**config.mk**
```make
export PLATFORM = sky130hd
export DESIGN_NAME = ing_width_adapter
export DESIGN_NICKNAME = d
export VERILOG_FILES = /design/src/ing_buf_pkg.sv /design/src/ing_width_adapter.sv
export SDC_FILE = /design/constraint.sdc
export NUM_CORES = 1
export LEC_CHECK = 0
export BUFFER_PORTS_ARGS = -buffer_cell sky130_fd_sc_hd__buf_2
export CAP_MARGIN = 20
export CORE_ASPECT_RATIO = 1.1
export CORE_MARGIN = 3
export CORE_UTILIZATION = 30
export CTS_BUF_LIST = sky130_fd_sc_hd__clkbuf_2 sky130_fd_sc_hd__clkbuf_4 sky130_fd_sc_hd__clkbuf_8
export DETAILED_ROUTE_END_ITERATION = 7
export GPL_TIMING_DRIVEN = 0
export PLACE_DENSITY = 0.56
export SETUP_SLACK_MARGIN = 0.5
export SYNTH_ARGS = -nofsm -noshare
export SYNTH_HDL_FRONTEND = slang
export SYNTH_SLANG_ARGS = --single-unit
```
**constraint.sdc**
```tcl
create_clock -name ing_bus -period 6.5 [get_ports ing_bus]
set_input_delay 0.65 -clock ing_bus [delete_from_list [all_inputs] [get_ports ing_bus]]
set_output_delay 0.65 -clock ing_bus [all_outputs]
set_load 0.02 [all_outputs]
```
**src/ing_buf_pkg.sv**
```systemverilog
/* Shared widths and payload structs of the ingress buffer.
   BUS_BYTES must be a multiple of IN_BYTES, and at most 8 ports fit the port tag. */

`default_nettype none

package ing_buf_pkg;

    // Bytes per narrow input beat, common to all ports
    localparam int IN_BYTES = 2;

    // Bytes per wide word in the store and on the output
    localparam int BUS_BYTES = 8;

    localparam int BEATS_PER_WORD = BUS_BYTES / IN_BYTES;

    // Width of the source port tag on the output stream
    localparam int PORT_IDX_BITS = 3;

    // One beat on a narrow ingress port
    typedef struct packed {
        logic [IN_BYTES-1:0][7:0] data;
        logic [IN_BYTES-1:0]      keep;
        logic                     last;
    } in_beat_t;

    // One packed word between adapter and store
    typedef struct packed {
        logic [BUS_BYTES-1:0][7:0] data;
        logic [BUS_BYTES-1:0]      keep;
        logic                      last;
    } bus_word_t;

    // One word on the output stream, tagged with its source port
    typedef struct packed {
        logic                      valid;
        logic [BUS_BYTES-1:0][7:0] data;
        logic [BUS_BYTES-1:0]      keep;
        logic                      last;
        logic [PORT_IDX_BITS-1:0]  port;
    } pkt_word_t;

endpackage

`default_nettype wire

```
**src/ing_width_adapter.sv**
```systemverilog
/* Packs narrow beats into wide words, low lanes first, and holds a closed word until granted.
   Input is stalled while a word waits, up to one round of the store's write scheduler. */

`default_nettype none

module ing_width_adapter (
    input  logic                   ing_bus,
    input  logic                   arst_n,
    input  logic                   in_valid,
    input  ing_buf_pkg::in_beat_t  in_beat,
    output logic                   in_ready,
    input  logic                   grant,
    output logic                   word_valid,
    output ing_buf_pkg::bus_word_t word
);

    localparam int LANE_W = (ing_buf_pkg::BEATS_PER_WORD > 1) ?
                            $clog2(ing_buf_pkg::BEATS_PER_WORD) : 1;

    //////////////////////////////////////////////////////////////////////
    // Lane assembly
    //////////////////////////////////////////////////////////////////////

    logic [LANE_W-1:0]      lane;
    ing_buf_pkg::bus_word_t asm_word;
    ing_buf_pkg::bus_word_t next_word;
    logic                   accept;
    logic                   close;

    assign in_ready = ~word_valid;
    assign accept   = in_valid & in_ready;

    // Word closes on a full set of lanes or at the end of a packet
    assign close = (lane == LANE_W'(ing_buf_pkg::BEATS_PER_WORD - 1)) | in_beat.last;

    always_comb begin
        next_word = asm_word;
        next_word.data[lane*ing_buf_pkg::IN_BYTES +: ing_buf_pkg::IN_BYTES] = in_beat.data;
        next_word.keep[lane*ing_buf_pkg::IN_BYTES +: ing_buf_pkg::IN_BYTES] = in_beat.keep;
        next_word.last = in_beat.last;
    end

    //////////////////////////////////////////////////////////////////////
    // Control state
    //////////////////////////////////////////////////////////////////////

    always_ff @(posedge ing_bus or negedge arst_n) begin
        if (!arst_n) begin
            lane       <= '0;
            asm_word   <= '0;
            word_valid <= 1'b0;
        end else begin
            // Store took the held word this cycle
            if (word_valid && grant) begin
                word_valid <= 1'b0;
            end
            if (accept) begin
                if (close) begin
                    // Start the next word from empty lanes
                    lane       <= '0;
                    asm_word   <= '0;
                    word_valid <= 1'b1;
                end else begin
                    lane     <= lane + 1'b1;
                    asm_word <= next_word;
                end
            end
        end
    end

    // Holding register for the closed word
    always_ff @(posedge ing_bus) begin
        if (accept && close) begin
            word <= next_word;
        end
    end

endmodule

`default_nettype wire

```
* Word-level counts from Yosys, hierarchy flattened
Cells that the tools add are included.
W data, S select, Z words.
** Storage, ports and cells
- Register bits after elaboration :: 148
** Cells by class
- $add $sub $neg :: 2
- Equality and inequality tests :: 1
- Shift-type cells :: 10
- Mux-type cells :: 7
- Bitwise logic cells :: 3
- Reductions and logical operators :: 2
** Operators with widths (count)
- $shiftx A2 B34 Y8 :: 9
- $mux W73 :: 1
- $bwmux W64 :: 1
- $neg A3 Y34 :: 1
- $shift A2 B34 Y8 const A :: 1
- $bwmux W8 :: 1
- $mux W1 :: 3
- $add A2 B1 Y2 const B :: 1
- $eq A2 B2 Y1 const B :: 1
- $logic_and A1 B1 Y1 :: 2
- $mux W2 :: 1
- $and A1 B1 Y1 :: 1
- $not A1 Y1 :: 1
- $or A1 B1 Y1 :: 1

* Longest topological paths before layout
- Depth after elaboration :: 4
- Gate-level depth with buffers :: 7
- Depth with buffers taken out :: 5

* Worst setup path before layout
OpenSTA, ideal clock, no wires.
- Kind :: register to register
- Start point :: reg word_valid
- End point :: reg word[0] in the netlist's numbering, enable pin
- Setup time :: 0.504 ns
- Arrival :: 3.835 ns
- Required time :: 5.996 ns
- Path slack :: 2.161 ns
- Stages on the path, launching flop included :: 4
- Path buffers :: 0
- Clock period less this slack :: 4.339 ns
- Cells stage by stage :: dfrtp_1 > inv_1 > nand2_1 > nor2_1
** On the way
- Cells in the longest elaborated chain, start to end :: 3
** Ends and longest elaborated chain
- start: declaration :: RTL line ing_width_adapter.sv:13 : output logic word_valid,
- start signal: assignment :: RTL line ing_width_adapter.sv:51 : word_valid <= 1'b0;
- start signal: assignment :: RTL line ing_width_adapter.sv:55 : word_valid <= 1'b0;
- start signal: assignment :: RTL line ing_width_adapter.sv:62 : word_valid <= 1'b1;
- $not A1 Y1 :: RTL line ing_width_adapter.sv:30 : assign in_ready = ~word_valid;
- net in_ready :: RTL line ing_width_adapter.sv:11 : output logic in_ready,
- $and A1 B1 Y1 :: RTL line ing_width_adapter.sv:31 : assign accept = in_valid & in_ready;
- $logic_and A1 B1 Y1 :: RTL line ing_width_adapter.sv:73 : if (accept && close) begin
- end signal: assignment :: RTL line ing_width_adapter.sv:74 : word <= next_word;
- end: declaration :: RTL line ing_width_adapter.sv:14 : output ing_buf_pkg::bus_word_t word
The timed path passes the listed nets, and every way through them passes these cells.
A chain may end at the register's enable or synchronous reset.

==> results.tsv <==
metric	value	unit
status	finished clean	
hold_ws	0.05660	ns
critical_path_start_end_classification	register to register	
synth_enable_flop_cells	73	
number_of_nets_in_the_final_layout	560	
grt_overflow_total	0	
yosysSeqAreaShare	67.37	%
max_cap_viol_count	0	
power.static_leakage	0.002928	uW
async_flop_share	50.68	%
antenna_left	0	
setup-violations-final	0	
die_height	154.8	um
synth_cell_types	30	
fmax	0.4032	GHz
number_of_instances_in_the_synthesized_netlist	412	
critPathLaunch	lane[0]	
start_util	31.08	%
ys_seq_elements	148	
flow.area_growth_from_synthesis	20.61	%
dr.pass1.iters	6	
clock_tree.htree_level_count	4	
die_area	21870	sq um
clkSinkCount	148	
hp-class	input pin to asynchronous set/reset pin	
post_cts.repair.setup_buffers	0	
powerDensity	314.9	nW/um^2
drt-wirelength-per-cell	20.99	um
worst_reg_to_reg_setup_slack	4.02	ns
p_switching	760.4	uW
grt_pass1_wl	25360	um
post_route_cell_area	7284	sq um
ff2ff_path_depth	5	
worst_slew_pin_slew	0.7718	ns
cts-buffers-inserted	17	
max_slew_margin	48.55	%
antenna_found_initial	2	
totalWireLength	16630	um
clock_tree_root_buffer_cell	sky130_fd_sc_hd__clkbuf_8	
layout_setup_ws	4.020	ns
timing.rr.start	lane[0]	
die_width	141.3	um
ys_top_cells_by_area	sky130_fd_sc_hd__edfxtp_1 (36%), sky130_fd_sc_hd__dfrtp_1 (31%), sky130_fd_sc_hd__o2bb2ai_1 (9.0%)	
sequentialPowerShare	48.2	%
fill_cells	1857	
numPortBuffers	97	
finalClockSkew	0.01343	ns
timing.critical_path.from_type	register	
post_layout_util	37.49	%
synth_nets	441	
timing.final.max_slew_violations	0	
gr-usage-all-layers	15.28	%
synth_top_area_cell	sky130_fd_sc_hd__edfxtp_1	
power.combinational.fraction	22.4	%
yosys.cell_count.top_type	sky130_fd_sc_hd__dfrtp_1	
synth.cell_area	6040	sq um
grt_setup_unrepaired	no	
postCtsResizedCells	0	
worstSkewPairLatency	0.45	ns
detailedRoute.firstIterationViolations	417	
synth.top_cell.area_share	36.30	%
r2r-end	word[67]	
maximum_number_of_pins_on_one_net_before_global_route_repair	61	
dp.final_hpwl	11110	um
hold_viol_final	0	
drc	0	
vdd_ir_drop_max	0.1250	mV
vias_post_dr	4177	
gp_routability_congestion	0.8306	
worst-path-max-fanout	9	
cts_hold_buffers	0	
power.clock.fraction	29.4	%
cp_data_required_time	6.80	ns
post_drt_via_cell_ratio	5.274	
crit_path_end_kind	register	
io_pins	98	
core_region_area	19430	sq um
rows	53	
intPower	1533	uW
dominantRegCellSynth	sky130_fd_sc_hd__dfrtp_1	
first_global_vias	4222	
setup-tns-final	0	ns
cp_data_arrival_time	2.78	ns
preCtsSetupSlack	4.087	ns
post_cts_clock_slew_at_the_launch_and_capture_registers_of_the_worst_setup_and_hold_paths	0.09	ns
placed_area	6912	sq um
cts_tree	built	
layout_cell_share_with_drive_strength_beyond_1	31.25	%
postSynthAreaPerCell	14.66	sq um
yosys_warnings	0	
synth.cells.most_frequent	sky130_fd_sc_hd__dfrtp_1 (75), sky130_fd_sc_hd__edfxtp_1 (73), sky130_fd_sc_hd__o2bb2ai_1 (62), sky130_fd_sc_hd__a22o_1 (54), sky130_fd_sc_hd__nand2_1 (41)	
timing.final.crit_period	2.480	ns
clk_path_buf_depth	2	
p_sw_share	33.15	%
final_min_period_over_clock_period	38.15	%
==> sequential cells by signal, indices dropped and copies added (netlist names) <==
name        cells
word           73
asm_word       72
lane            2
word_valid      1
==> cell usage in the layout, fill, tap and decap left out, types with 2 or more instances in the layout <==
cell,Yosys,routed
sky130_fd_sc_hd__o21ai_0,20,20
sky130_fd_sc_hd__clkinv_1,3,3
sky130_fd_sc_hd__buf_12,1,3
sky130_fd_sc_hd__and2_1,2,2
sky130_fd_sc_hd__clkinv_2,0,3
sky130_fd_sc_hd__clkbuf_8,0,17
sky130_fd_sc_hd__clkinvlp_4,0,3
sky130_fd_sc_hd__edfxtp_1,73,73
sky130_fd_sc_hd__nand2_1,41,41
sky130_fd_sc_hd__dfrtp_1,75,75
sky130_fd_sc_hd__ha_1,6,6
sky130_fd_sc_hd__buf_6,5,5
sky130_fd_sc_hd__a22o_1,54,54
sky130_fd_sc_hd__inv_1,22,22
sky130_fd_sc_hd__clkinv_4,0,3
sky130_fd_sc_hd__o2bb2ai_2,10,10
sky130_fd_sc_hd__and4bb_2,2,2
sky130_fd_sc_hd__buf_4,3,4
sky130_fd_sc_hd__buf_2,8,104
sky130_fd_sc_hd__clkbuf_1,6,6
sky130_fd_sc_hd__nor2_1,4,3
sky130_fd_sc_hd__o21ai_4,4,4
sky130_fd_sc_hd__inv_6,0,4
sky130_fd_sc_hd__o2bb2ai_1,62,62
==> final cells by class <==
cell class | instances | area (sq um) | share of cell area [%]
flip-flops and latches | 148 | 4069 | 55.86
clock buffers | 18 | 241.5 | 3.315
clock inverters | 14 | 128.9 | 1.769
diodes | 1 | 2.502 | 0.03435
plain buffers | 23 | 161.4 | 2.216
repair buffers | 100 | 555.5 | 7.626
inverters | 25 | 93.84 | 1.288
multi-input cells | 216 | 1723 | 23.65
well taps | 247 | 309.0 | 4.243
==> power by group through the flow <==
stage | clock (uW) | sequential [uW] | combinational [uW]
final | 674 | 1100 | 515
after global routing | 727 | 1110 | 558
after CTS | 687 | 1110 | 519
after detailed placement | 0 | 1120 | 517
after global placement | 0 | 1130 | 498
after floorplan | 0 | 1170 | 267
==> worst max-delay path by stage <==
stage,end,slack (ns)
final,word[67],4.02
after CTS,word[67],4.07
after floorplan,word[0],2.16
after global routing,word[67],3.92
after detailed placement,word[67],4.09
after global placement,word[46],0.94
==> worst max-delay path, cell delays in order, from the launching register on <==
cell	delay, ns
sky130_fd_sc_hd__dfrtp_1	0.51
sky130_fd_sc_hd__inv_1	0.19
sky130_fd_sc_hd__ha_1	0.43
sky130_fd_sc_hd__nand4bb_1	0.39
sky130_fd_sc_hd__nor2_1	0.55
sky130_fd_sc_hd__a22o_1	0.26
==> logic make-up (layout without fill, tap and decap cells) <==
family | after synthesis | after routing | synth area share, %
adder cells (fa/ha/maj) | 6 | 6 | 1.243
other | 0 | 1 | 0
buffers and inverters | 48 | 180 | 4.226
flip-flops | 148 | 148 | 67.37
AO/OA/AOI/OAI | 151 | 151 | 22.15
AND/OR/NAND/NOR | 59 | 59 | 5.013
==> through the flow <==
step,total power (uW),instances
CTS,2311,791
floorplan,1439,412
detailed placement,1642,759
finish,2294,792
global placement,1627,756
global route,2398,792
==> metal layers <==
metal,global-route usage [%],routed length (um),part of all wire [%]
met4,6.230,433,2.6
met3,3.834,1161,7.0
met1,19.13,6731,40
met2,25.27,8289,50
met5,0,13,0.078
(Power assumes the default switching activity.)
